**src/riscv_pkg.sv**
```systemverilog
`default_nettype none

package riscv_pkg;

  // Widths fixed by RV32I
  typedef logic [31:0] data_t;
  typedef logic [31:0] instr_t;
  typedef logic [4:0]  reg_addr_t;
  typedef logic [6:0]  opcode_t;
  typedef logic [2:0]  funct3_t;
  typedef logic [3:0]  alu_ctrl_t;

  // Major opcodes handled by the core
  localparam opcode_t OPC_OP     = 7'b0110011;
  localparam opcode_t OPC_OP_IMM = 7'b0010011;
  localparam opcode_t OPC_LUI    = 7'b0110111;

  // funct3 field of the integer ALU group
  localparam funct3_t F3_ADD_SUB = 3'b000;
  localparam funct3_t F3_SLL     = 3'b001;
  localparam funct3_t F3_SLT     = 3'b010;
  localparam funct3_t F3_SLTU    = 3'b011;
  localparam funct3_t F3_XOR     = 3'b100;
  localparam funct3_t F3_SRL_SRA = 3'b101;
  localparam funct3_t F3_OR      = 3'b110;
  localparam funct3_t F3_AND     = 3'b111;

  // ALU operation codes
  localparam alu_ctrl_t ALU_ADD    = 4'd0;
  localparam alu_ctrl_t ALU_SUB    = 4'd1;
  localparam alu_ctrl_t ALU_SLL    = 4'd2;
  localparam alu_ctrl_t ALU_SLT    = 4'd3;
  localparam alu_ctrl_t ALU_SLTU   = 4'd4;
  localparam alu_ctrl_t ALU_XOR    = 4'd5;
  localparam alu_ctrl_t ALU_SRL    = 4'd6;
  localparam alu_ctrl_t ALU_SRA    = 4'd7;
  localparam alu_ctrl_t ALU_OR     = 4'd8;
  localparam alu_ctrl_t ALU_AND    = 4'd9;
  // Forwards operand_b unchanged, LUI only
  localparam alu_ctrl_t ALU_PASS_B = 4'd10;

  typedef struct packed {
    logic      valid;
    logic      reg_write;
    reg_addr_t rd;
    alu_ctrl_t alu_ctrl;
    data_t     operand_a;
    data_t     operand_b;
  } id_to_ex_t;

  typedef struct packed {
    logic      valid;
    logic      reg_write;
    reg_addr_t rd;
    data_t     result;
  } ex_to_wb_t;

endpackage

`default_nettype wire
```
**src/core_top.sv**
```systemverilog
`timescale 1ns/100ps
`default_nettype none

module core_top
  ( input  logic                 clk
  , input  logic                 reset
  , input  logic                 instr_valid
  , input  riscv_pkg::instr_t    instr
  , output logic                 instr_ready
  , output logic                 wb_valid
  , output riscv_pkg::reg_addr_t wb_rd
  , output riscv_pkg::data_t     wb_data
  );

  riscv_pkg::id_to_ex_t id_to_ex;
  riscv_pkg::ex_to_wb_t ex_to_wb;

  decode_stage u_decode
    ( .clk         ( clk         )
    , .reset       ( reset       )
    , .instr_valid ( instr_valid )
    , .instr       ( instr       )
    , .instr_ready ( instr_ready )
    , .wb          ( ex_to_wb    )
    , .id_to_ex    ( id_to_ex    )
    );

  execute_stage u_execute
    ( .clk      ( clk      )
    , .reset    ( reset    )
    , .id_to_ex ( id_to_ex )
    , .ex_to_wb ( ex_to_wb )
    );

  // Retire mirrors the register file write port
  assign wb_valid = ex_to_wb.valid && ex_to_wb.reg_write;
  assign wb_rd    = ex_to_wb.rd;
  assign wb_data  = ex_to_wb.result;

endmodule

`default_nettype wire

```
**src/execute_stage.sv**
```systemverilog
`timescale 1ns/100ps
`default_nettype none

module execute_stage
  ( input  logic                 clk
  , input  logic                 reset
  , input  riscv_pkg::id_to_ex_t id_to_ex
  , output riscv_pkg::ex_to_wb_t ex_to_wb
  );

  riscv_pkg::data_t alu_result;
  riscv_pkg::data_t op_a;
  riscv_pkg::data_t op_b;
  logic [4:0]       shamt;

  assign op_a  = id_to_ex.operand_a;
  assign op_b  = id_to_ex.operand_b;
  // Only the low 5 bits count for shifts
  assign shamt = op_b[4:0];

  always_comb begin
    case (id_to_ex.alu_ctrl)
      riscv_pkg::ALU_ADD: begin
        alu_result = op_a + op_b;
      end
      riscv_pkg::ALU_SUB: begin
        alu_result = op_a - op_b;
      end
      riscv_pkg::ALU_SLL: begin
        alu_result = op_a << shamt;
      end
      riscv_pkg::ALU_SLT: begin
        alu_result = {31'b0, $signed(op_a) < $signed(op_b)};
      end
      riscv_pkg::ALU_SLTU: begin
        alu_result = {31'b0, op_a < op_b};
      end
      riscv_pkg::ALU_XOR: begin
        alu_result = op_a ^ op_b;
      end
      riscv_pkg::ALU_SRL: begin
        alu_result = op_a >> shamt;
      end
      riscv_pkg::ALU_SRA: begin
        alu_result = $unsigned($signed(op_a) >>> shamt);
      end
      riscv_pkg::ALU_OR: begin
        alu_result = op_a | op_b;
      end
      riscv_pkg::ALU_AND: begin
        alu_result = op_a & op_b;
      end
      riscv_pkg::ALU_PASS_B: begin
        alu_result = op_b;
      end
      default: begin
        alu_result = op_a + op_b;
      end
    endcase
  end

  always_ff @(posedge clk) begin
    if (reset) begin
      ex_to_wb.valid     <= 1'b0;
      ex_to_wb.reg_write <= 1'b0;
    end else begin
      ex_to_wb.valid     <= id_to_ex.valid;
      ex_to_wb.reg_write <= id_to_ex.valid && id_to_ex.reg_write;
    end
  end

  // Payload follows every cycle, qualified by valid
  always_ff @(posedge clk) begin
    ex_to_wb.rd     <= id_to_ex.rd;
    ex_to_wb.result <= alu_result;
  end

endmodule

`default_nettype wire

```
**src/decode_stage.sv**
```systemverilog
`timescale 1ns/100ps
`default_nettype none

module decode_stage
  ( input  logic                  clk
  , input  logic                  reset
  , input  logic                  instr_valid
  , input  riscv_pkg::instr_t     instr
  , output logic                  instr_ready
  , input  riscv_pkg::ex_to_wb_t  wb
  , output riscv_pkg::id_to_ex_t  id_to_ex
  );

  riscv_pkg::reg_addr_t rd;
  riscv_pkg::reg_addr_t rs1;
  riscv_pkg::reg_addr_t rs2;
  logic                 uses_rs1;
  logic                 uses_rs2;
  logic                 use_imm;
  riscv_pkg::data_t     imm_ext;
  riscv_pkg::alu_ctrl_t alu_ctrl;
  logic                 reg_write;

  riscv_pkg::data_t rd1;
  riscv_pkg::data_t rd2;
  riscv_pkg::data_t operand_a;
  riscv_pkg::data_t operand_b;

  logic ex_writes;
  logic hazard_rs1;
  logic hazard_rs2;
  logic transfer;

  instr_decoder u_instr_decoder
    ( .instr     ( instr     )
    , .rd        ( rd        )
    , .rs1       ( rs1       )
    , .rs2       ( rs2       )
    , .uses_rs1  ( uses_rs1  )
    , .uses_rs2  ( uses_rs2  )
    , .use_imm   ( use_imm   )
    , .imm_ext   ( imm_ext   )
    , .alu_ctrl  ( alu_ctrl  )
    , .reg_write ( reg_write )
    );

  register_file u_register_file
    ( .clk   ( clk                        )
    , .reset ( reset                      )
    , .rs1   ( rs1                        )
    , .rs2   ( rs2                        )
    , .rd1   ( rd1                        )
    , .rd2   ( rd2                        )
    , .we    ( wb.valid && wb.reg_write   )
    , .wa    ( wb.rd                      )
    , .wd    ( wb.result                  )
    );

  // Result still sitting in execute is not yet visible to the register file
  assign ex_writes  = id_to_ex.valid && id_to_ex.reg_write && (id_to_ex.rd != '0);
  assign hazard_rs1 = uses_rs1 && (rs1 == id_to_ex.rd);
  assign hazard_rs2 = uses_rs2 && (rs2 == id_to_ex.rd);

  // One stall cycle is enough, writeback covers the rest through write-through
  assign instr_ready = !(ex_writes && (hazard_rs1 || hazard_rs2));
  assign transfer    = instr_valid && instr_ready;

  // LUI has no rs1 and adds its immediate to zero
  assign operand_a = uses_rs1 ? rd1 : '0;
  assign operand_b = use_imm ? imm_ext : rd2;

  always_ff @(posedge clk) begin
    if (reset) begin
      id_to_ex.valid     <= 1'b0;
      id_to_ex.reg_write <= 1'b0;
    end else begin
      // A stall or an idle input leaves a bubble
      id_to_ex.valid     <= transfer;
      id_to_ex.reg_write <= transfer && reg_write;
    end
  end

  always_ff @(posedge clk) begin
    if (transfer) begin
      id_to_ex.rd        <= rd;
      id_to_ex.alu_ctrl  <= alu_ctrl;
      id_to_ex.operand_a <= operand_a;
      id_to_ex.operand_b <= operand_b;
    end
  end

endmodule

`default_nettype wire

```
**src/register_file.sv**
```systemverilog
`timescale 1ns/100ps
`default_nettype none

module register_file
  ( input  logic                 clk
  , input  logic                 reset
  , input  riscv_pkg::reg_addr_t rs1
  , input  riscv_pkg::reg_addr_t rs2
  , output riscv_pkg::data_t     rd1
  , output riscv_pkg::data_t     rd2
  , input  logic                 we
  , input  riscv_pkg::reg_addr_t wa
  , input  riscv_pkg::data_t     wd
  );

  riscv_pkg::data_t regs [32];
  logic             write_hit;

  // x0 stays hardwired to zero
  assign write_hit = we && (wa != '0);

  always_ff @(posedge clk) begin
    if (reset) begin
      for (int i = 0; i < 32; i++) begin
        regs[i] <= '0;
      end
    end else if (write_hit) begin
      regs[wa] <= wd;
    end
  end

  // Write-through, so a reader in the writeback cycle sees the new value
  assign rd1 = (write_hit && (wa == rs1)) ? wd : regs[rs1];
  assign rd2 = (write_hit && (wa == rs2)) ? wd : regs[rs2];

endmodule

`default_nettype wire

```
**src/instr_decoder.sv**
```systemverilog
`timescale 1ns/100ps
`default_nettype none

module instr_decoder
  ( input  riscv_pkg::instr_t    instr
  , output riscv_pkg::reg_addr_t rd
  , output riscv_pkg::reg_addr_t rs1
  , output riscv_pkg::reg_addr_t rs2
  , output logic                 uses_rs1
  , output logic                 uses_rs2
  , output logic                 use_imm
  , output riscv_pkg::data_t     imm_ext
  , output riscv_pkg::alu_ctrl_t alu_ctrl
  , output logic                 reg_write
  );

  riscv_pkg::opcode_t opcode;
  riscv_pkg::funct3_t funct3;
  logic               alt_op;
  logic               is_op;
  logic               is_op_imm;
  logic               is_lui;
  logic               rd_nonzero;

  assign opcode = instr[6:0];
  assign rd     = instr[11:7];
  assign funct3 = instr[14:12];
  assign rs1    = instr[19:15];
  assign rs2    = instr[24:20];
  // funct7 bit 30 picks SUB and SRA
  assign alt_op = instr[30];

  assign is_op      = (opcode == riscv_pkg::OPC_OP);
  assign is_op_imm  = (opcode == riscv_pkg::OPC_OP_IMM);
  assign is_lui     = (opcode == riscv_pkg::OPC_LUI);
  assign rd_nonzero = (rd != '0);

  // I-type sign extended, U-type in the upper 20 bits
  always_comb begin
    if (is_lui) begin
      imm_ext = {instr[31:12], 12'b0};
    end else begin
      imm_ext = {{20{instr[31]}}, instr[31:20]};
    end
  end

  always_comb begin
    alu_ctrl = riscv_pkg::ALU_ADD;
    if (is_lui) begin
      alu_ctrl = riscv_pkg::ALU_PASS_B;
    end else if (is_op || is_op_imm) begin
      case (funct3)
        riscv_pkg::F3_ADD_SUB: begin
          // No subtract-immediate exists, so bit 30 only matters for OP
          if (is_op && alt_op) begin
            alu_ctrl = riscv_pkg::ALU_SUB;
          end else begin
            alu_ctrl = riscv_pkg::ALU_ADD;
          end
        end
        riscv_pkg::F3_SLL:  alu_ctrl = riscv_pkg::ALU_SLL;
        riscv_pkg::F3_SLT:  alu_ctrl = riscv_pkg::ALU_SLT;
        riscv_pkg::F3_SLTU: alu_ctrl = riscv_pkg::ALU_SLTU;
        riscv_pkg::F3_XOR:  alu_ctrl = riscv_pkg::ALU_XOR;
        riscv_pkg::F3_SRL_SRA: begin
          if (alt_op) begin
            alu_ctrl = riscv_pkg::ALU_SRA;
          end else begin
            alu_ctrl = riscv_pkg::ALU_SRL;
          end
        end
        riscv_pkg::F3_OR:   alu_ctrl = riscv_pkg::ALU_OR;
        riscv_pkg::F3_AND:  alu_ctrl = riscv_pkg::ALU_AND;
        default:            alu_ctrl = riscv_pkg::ALU_ADD;
      endcase
    end
  end

  // Unsupported opcodes and writes to x0 become no-ops with no sources
  assign reg_write = (is_op || is_op_imm || is_lui) && rd_nonzero;
  assign uses_rs1  = (is_op || is_op_imm) && rd_nonzero;
  assign uses_rs2  = is_op && rd_nonzero;
  assign use_imm   = is_op_imm || is_lui;

endmodule

`default_nettype wire

```
**config.mk**
```make
export PLATFORM = sky130hd
export DESIGN_NAME = core_top
export DESIGN_NICKNAME = d
export VERILOG_FILES = /design/src/riscv_pkg.sv /design/src/core_top.sv /design/src/execute_stage.sv /design/src/decode_stage.sv /design/src/register_file.sv /design/src/instr_decoder.sv
export SDC_FILE = /design/constraint.sdc
export NUM_CORES = 2
export LEC_CHECK = 0
export ABC_CLOCK_PERIOD_IN_PS = 5280
export BUFFER_PORTS_ARGS = -buffer_cell sky130_fd_sc_hd__clkbuf_2
export CAP_MARGIN = 40
export CORE_ASPECT_RATIO = 0.7
export CORE_MARGIN = 8
export CORE_UTILIZATION = 58
export CTS_BUF_LIST = sky130_fd_sc_hd__clkbuf_16
export DETAILED_ROUTE_END_ITERATION = 12
export GPL_TIMING_DRIVEN = 1
export PLACE_DENSITY_LB_ADDON = 0.12
export RECOVER_POWER = 100
export SYNTH_ARGS = -nofsm -noshare
export SYNTH_HDL_FRONTEND = slang
export SYNTH_HIERARCHICAL = 1
export SYNTH_SLANG_ARGS = --single-unit
```
**constraint.sdc**
```tcl
create_clock -name clk -period 5.28 [get_ports clk]
set_input_delay 0.792 -clock clk [delete_from_list [all_inputs] [get_ports clk]]
set_output_delay 0.792 -clock clk [all_outputs]
set_load 0.02 [all_outputs]
```
# Word level (Yosys, flattened, before mapping)
# Memory sizes are Yosys's and may differ from the RTL's.
# Index checks and enable logic that the tools add are counted.
[classes]
n_mux = 17
n_eq_ne = 24
magnitude_cmp = 2
n_mul = 0
bitwise_logic = 4
reduce_logical = 26
div = 0
shift = 3
addsub = 2
[op_table]
columns = ["op", "count"]
rows = [
  ["$pmux W32 S10", 1],
  ["$mux W32", 4],
  ["$lt A32 B32 Y1", 2],
  ["$add A32 B32 Y32", 1],
  ["$and A32 B32 Y32", 1],
  ["$or A32 B32 Y32", 1],
  ["$pmux W4 S8", 1],
  ["$reduce_or A32 Y1", 1],
  ["$shl A32 B5 Y32", 1],
  ["$shr A32 B5 Y32", 1],
  ["$sshr A32 B5 Y32", 1],
  ["$sub A32 B32 Y32", 1],
  ["$xor A32 B32 Y32", 1],
  ["$mux W31", 1],
  ["$eq A5 B5 Y1", 4],
  ["$eq A4 B3 Y1 const B", 4],
  ["$logic_and A1 B1 Y1", 15],
  ["$reduce_bool A5 Y1", 3],
  ["$eq A7 B6 Y1 const B", 2],
  ["$eq A3 B3 Y1 const B", 4],
  ["$eq A4 B4 Y1 const B", 3],
  ["$eq A4 B2 Y1 const B", 2],
  ["$mux W1", 8],
  ["$eq A7 B5 Y1 const B", 1],
  ["10 further kinds", 14],
]
[word_totals]
in_bits = 35
latch_bits = 0
regBits = 114
n_memories = 1
rom_bits = 0
out_inout_bits = 39
ramBits = 1024
[mem_list]
columns = ["name", "words", "word_bits", "read_ports", "rd_clocked_by_memory_dff", "wr", "line_no", "text"]
rows = [
  ["u_decode.u_register_file.regs", 32, 32, 2, 0, 32, "register_file.sv:16", "riscv_pkg::data_t regs [32];"],
]

# Logic depth before layout (Yosys ltp)
[logic_depth]
word_depth = 9
ltp_mapped = 14

# Modules after synthesis
# The synthesis kept the hierarchy.
[by_module_without_submodules]
columns = ["mod", "cells_per_inst", "area_each_um2", "n_inst"]
rows = [
  ["register_file", 3494, 54461.0, 1],
  ["execute_stage", 1377, 9674.3, 1],
  ["decode_stage", 170, 3009.1, 1],
  ["instr_decoder", 80, 549.3, 1],
  ["core_top", 1, 6.3, 1],
]

# Least setup slack after synthesis
# No wires, ideal clock.
[synth_timing]
kind = "input to register"
from = "input instr[7]"
to = "register, netlist name u_decode/id_to_ex[0]"
setup_slack_ns = -0.352
arrival_ns = 5.109
path_stages = 6
n_path_buf = 0
setup_ns = 0.523
cell_sequence = "or4_1 nor2_1 nor2_1 nand2_1 o22ai_1 a21boi_1"
[synth_via]
elab_chain_cells = 7
word_cells_on_any_way = 9
classes_between = "reduce/logical: 9"
[synth_rtl]
columns = ["item", "line_no", "text"]
rows = [
  ["from (decl)", "core_top.sv:8", ", input riscv_pkg::instr_t instr"],
  ["$reduce_bool A5 Y1", "instr_decoder.sv:36", "assign rd_nonzero = (rd != '0);"],
  ["$logic_and A1 B1 Y1", "instr_decoder.sv:81", "assign uses_rs1 = (is_op || is_op_imm) && rd_nonzero;"],
  ["net u_decode.uses_rs1", "decode_stage.sv:17", "logic uses_rs1;"],
  ["$logic_and A1 B1 Y1", "decode_stage.sv:61", "assign hazard_rs1 = uses_rs1 && (rs1 == id_to_ex.rd);"],
  ["$logic_or A1 B1 Y1", "decode_stage.sv:65", "assign instr_ready = !(ex_writes && (hazard_rs1 || hazard_rs2));"],
  ["$logic_and A1 B1 Y1", "decode_stage.sv:65", ""],
  ["$logic_not A1 Y1", "decode_stage.sv:65", ""],
  ["$logic_and A1 B1 Y1", "decode_stage.sv:66", "assign transfer = instr_valid && instr_ready;"],
  ["net u_decode.transfer", "decode_stage.sv:32", "logic transfer;"],
]
# The timed path passes the listed nets, and every way through them passes these cells.
# A chain may end at the register's enable or synchronous reset.

# Worst setup path in the final report
[layout_timing]
from = "register, netlist name u_execute/ex_to_wb[35]"
to = "register, netlist name u_decode/id_to_ex[6]"
[layout_via]
elab_chain_cells = 5
word_cells_on_any_way = 6
classes_between = "eq/ne: 1; mux: 2; reduce/logical: 3"
[layout_rtl]
columns = ["item", "line_no", "text"]
rows = [
  ["$reduce_bool A5 Y1", "register_file.sv:20", "assign write_hit = we && (wa != '0);"],
  ["$logic_and A1 B1 Y1", "register_file.sv:20", ""],
  ["$logic_and A1 B1 Y1 (*)", "register_file.sv:34", "assign rd2 = (write_hit && (wa == rs2)) ? wd : regs[rs2];"],
  ["$mux W32 (*)", "register_file.sv:34", ""],
  ["net u_decode.rd2[6]", "decode_stage.sv:25", "riscv_pkg::data_t rd2;"],
  ["$mux W32 (*)", "decode_stage.sv:70", "assign operand_b = use_imm ? imm_ext : rd2;"],
  ["net u_decode.operand_b[6]", "decode_stage.sv:27", "riscv_pkg::data_t operand_b;"],
]
# The timed path passes the listed nets; every way through them passes the cells marked *.

==> impl_metrics.env <==
export IMPL_status="finished, violations left"
export IMPL_violations="max-capacitance violations, max-slew violations"
export IMPL_gp_congestion=1.04
export IMPL_wl_mm=253
export IMPL_synth_adder_area_share_pct=1.85
export IMPL_synth_common_cells="edfxtp_1 (1097), and2_1 (1037), mux4_2 (447), clkbuf_1 (290), o22ai_1 (264)"
export IMPL_slowest_stage="clkbuf_2"
export IMPL_fin_crit_ns=4.97
export IMPL_num_rows=105
export IMPL_drt_pre_antenna_iters=6
export IMPL_cts_tree="done"
export IMPL_fillerInstances=8796
export IMPL_chipHeight_um=302
export IMPL_grt_overflow=0
export IMPL_drc=0
export IMPL_num_nets_final=5182
export IMPL_post_place_ws_ns=0.995
export IMPL_syn_inst=5122
export IMPL_p_leak_nw=26.6
export IMPL_clk_latency_ns=0.77
export IMPL_internal_power_mw=16.1
export IMPL_synth_top_area_share_pct=48.7
export IMPL_clockBufferDepth=3
export IMPL_whs_path_depth=1
export IMPL_clk_pin_slew_worst_paths_ns=0.07
export IMPL_final_cells=6703
export IMPL_htreeDepth=3
export IMPL_power_switching_mw=6.76
export IMPL_io_buffers=73
export IMPL_combPwrFrac_pct=17.8
export IMPL_postSynth_asyncResetShare_pct=0
export IMPL_synth_largest_area_cell="edfxtp_1"
export IMPL_finalMaxSlewViolations=1065
export IMPL_yosysUniqueCellTypes=100
export IMPL_holdBufCountCts=0
export IMPL_fmax_mhz=201
export IMPL_worst_slew_pin_slew_ns=3.20
export IMPL_cts_root_buf="clkbuf_16"
export IMPL_synth_seq_area_share_pct=49.9
export IMPL_min_period_over_period_pct=94.2
export IMPL_wl_met3_mm=41.6
export IMPL_place_hpwl_mm=163
export IMPL_irDropWorstVdd_v=0.000282
export IMPL_cts_buffers=113
export IMPL_sw_frac_of_total_pct=29.6
export IMPL_coreArea_um2=117000
export IMPL_grt_max_degree=87
export IMPL_drive_gt1_share_pct=19.0
export IMPL_rsz0062_at_grt="no"
export IMPL_placed_cells=6480
export IMPL_fin_tns_setup_ns=0
export IMPL_synth_top_family_by_area="multiplexers"
export IMPL_p_per_area_nw_per_um2=314
export IMPL_syn_to_final_growth_pct=7.66
export IMPL_ant_nets=0
export IMPL_r2r_end="u_decode/id_to_ex[6]$_DFFE_PP_"
export IMPL_die_w_um=424
export IMPL_hold_viol=0
export IMPL_seq_power_share_pct=46.4
export IMPL_highest_layer="met5"
export IMPL_post_drt_wl_per_cell_um=37.8
export IMPL_ys_ff_latch=1138
export IMPL_path_max_fanout=65
export IMPL_arrival_ns=5.46
export IMPL_grtUsageTotal_pct=38.7
export IMPL_setup_viol=0
export IMPL_layout_setup_ws_ns=0.307
export IMPL_wl_met2_mm=101
export IMPL_synth_top_flop_cell="edfxtp_1"
export IMPL_post_cts_buffers=0
export IMPL_synthXorXnorAreaFrac_pct=0.285
export IMPL_hold_start="instr[10]"
export IMPL_max_stage_delay_ns=1.42
export IMPL_cp_end_kind="flop"
export IMPL_r2r_cells=7
export IMPL_rr_startpoint="u_execute/ex_to_wb[35]$_DFF_P_"
export IMPL_via_per_inst=7.35
export IMPL_grt_antenna_before_repair=20
export IMPL_path_cells="clkbuf_1 -> or3_1 -> o31ai_1 -> nor4_2 -> clkbuf_2 -> o21ai_0 -> mux2_2"
export IMPL_relSlewSlack_pct=-113
export IMPL_grt_pass1_vias=45786
export IMPL_syn_avg_cell_area_um2=13.2
export IMPL_synthMuxAreaShare_pct=20.1
export IMPL_skew_ns=0.0304
export IMPL_clkSinkCount=1138
export IMPL_holdPathEnd="u_decode/id_to_ex[71]$_DFFE_PP_"
export IMPL_hold_path_class="in -> reg"
export IMPL_synth_edf_count=1097
export IMPL_syn_area_um2=67700
export IMPL_wl_met1_mm=96.6
export IMPL_drt_initial_drc_count=9280
export IMPL_die_area_um2=128000
export IMPL_cts_resized=0
export IMPL_vias=49254
export IMPL_cp_start_kind="flop"
export IMPL_required_ns=5.76
export IMPL_synth_compound_area_share_pct=8.35
export IMPL_yosys_warnings=6
export IMPL_post_synth_top_count_cell="edfxtp_1"
export IMPL_yosys_area_share_simple_pct=14.6
export IMPL_startpoint="u_execute/ex_to_wb[35]$_DFF_P_"
export IMPL_io_pins=74
export IMPL_path_class="reg -> reg"
export IMPL_cap_violations=36
export IMPL_start_util_pct=58.1
export IMPL_synth_area_leaders="edfxtp_1 (49%), mux4_2 (15%), and2_1 (9.6%), mux4_1 (3.2%), o22ai_1 (2.4%)"
export IMPL_grt_pass1_wl_mm=351
export IMPL_clockPowerShare_pct=35.9
export IMPL_r2r_slack_ns=0.31
worst max path at each step:
stage	to	depth (start not counted)	slack, ns
CTS	u_execute/ex_to_wb[23]$_DFF_P_	11	0.96
finish	u_decode/id_to_ex[6]$_DFFE_PP_	7	0.31
floorplan	u_decode/id_to_ex[0]$_DFFE_PP_	6	0.93
detailed placement	u_execute/ex_to_wb[27]$_DFF_P_	10	0.99
global route	u_decode/u_register_file/regs[2][30]$_SDFFCE_PN0P_	6	0.43
global placement	u_execute/ex_to_wb[27]$_DFF_P_	10	0.97
logic make-up (layout without fill, tap and decap cells):
kind of cell,after synthesis,in the layout
compound gates,871,871
xor+xnor,22,22
buf+inv,624,610
flops,1138,1138
mux,656,656
fa+ha+maj,99,99
simple gates,1711,1711
other cells,1,45
flip-flops by register name (all words and copies together), names as in the netlist:
| name | cells |
|---|---|
| u_decode/id_to_ex | 75 |
| u_decode/u_register_file/regs | 1024 |
| u_execute/ex_to_wb | 39 |
area by class of cell:
type,count,area [um^2],area share [%]
Clock buffer,114,2850,3.91
Antenna cell,13,32.5,0.0446
Inverter,100,375,0.515
Sequential cell,1138,33800,46.3
Clock inverter,92,790,1.08
Timing Repair Buffer,304,2280,3.13
Multi-Input combinational cell,3391,30800,42.3
Tap cell,1551,1940,2.66
placed cells by master (no fill, tap or decap), drive strengths merged, types with 97 or more instances in the layout:
cell type / instances
edfxtp: 1097
inv: 121
and2: 1037
o21ai: 180
nor2: 179
mux4: 530
ha: 97
a21oi: 134
clkbuf: 268
o22ai: 264
buf: 150
nand2: 194
power groups by stage:
| stage | registers, mW | clock network (mW) | logic [mW] |
|---|---|---|---|
| after floorplan | 10.7 | 0 | 2.44 |
| after global placement | 10.8 | 0 | 3.90 |
| after detailed placement | 10.8 | 0 | 3.96 |
| after CTS | 10.6 | 8.24 | 3.98 |
| after global routing | 10.6 | 8.57 | 4.19 |
| final | 10.6 | 8.21 | 4.07 |
critical path, delay by kind of cell (launching register included):
kind	cells	cell delay, ns
and+or+nand+nor	2	0.77
muxes	1	0.49
DFF	1	0.31
AOI/OAI and AO/OA	2	0.96
buffers and inverters	2	2.13
layer usage:
| metal | vias to the layer above | global-route usage, % |
|---|---|---|
| met5 | - | 0 |
| met4 | 6 | 16.7 |
| met3 | 744 | 15.2 |
| met2 | 4402 | 52.4 |
| met1 | 24581 | 55.3 |
| li1 | 19521 | - |
through the flow:
stage	power, mW	area, um^2	hold slack, ns	util [%]
2_1_floorplan	13.2	67800	0.423	-
3_3_place_gp	14.7	69400	0.463	59.5
3_5_place_dp	14.7	69700	0.460	59.8
4_1_cts	22.8	73300	0.189	62.9
5_1_grt	23.4	72900	0.201	62.5
6_report	22.9	72900	0.225	62.5
No activity file was read; power rests on OpenSTA's default activity.
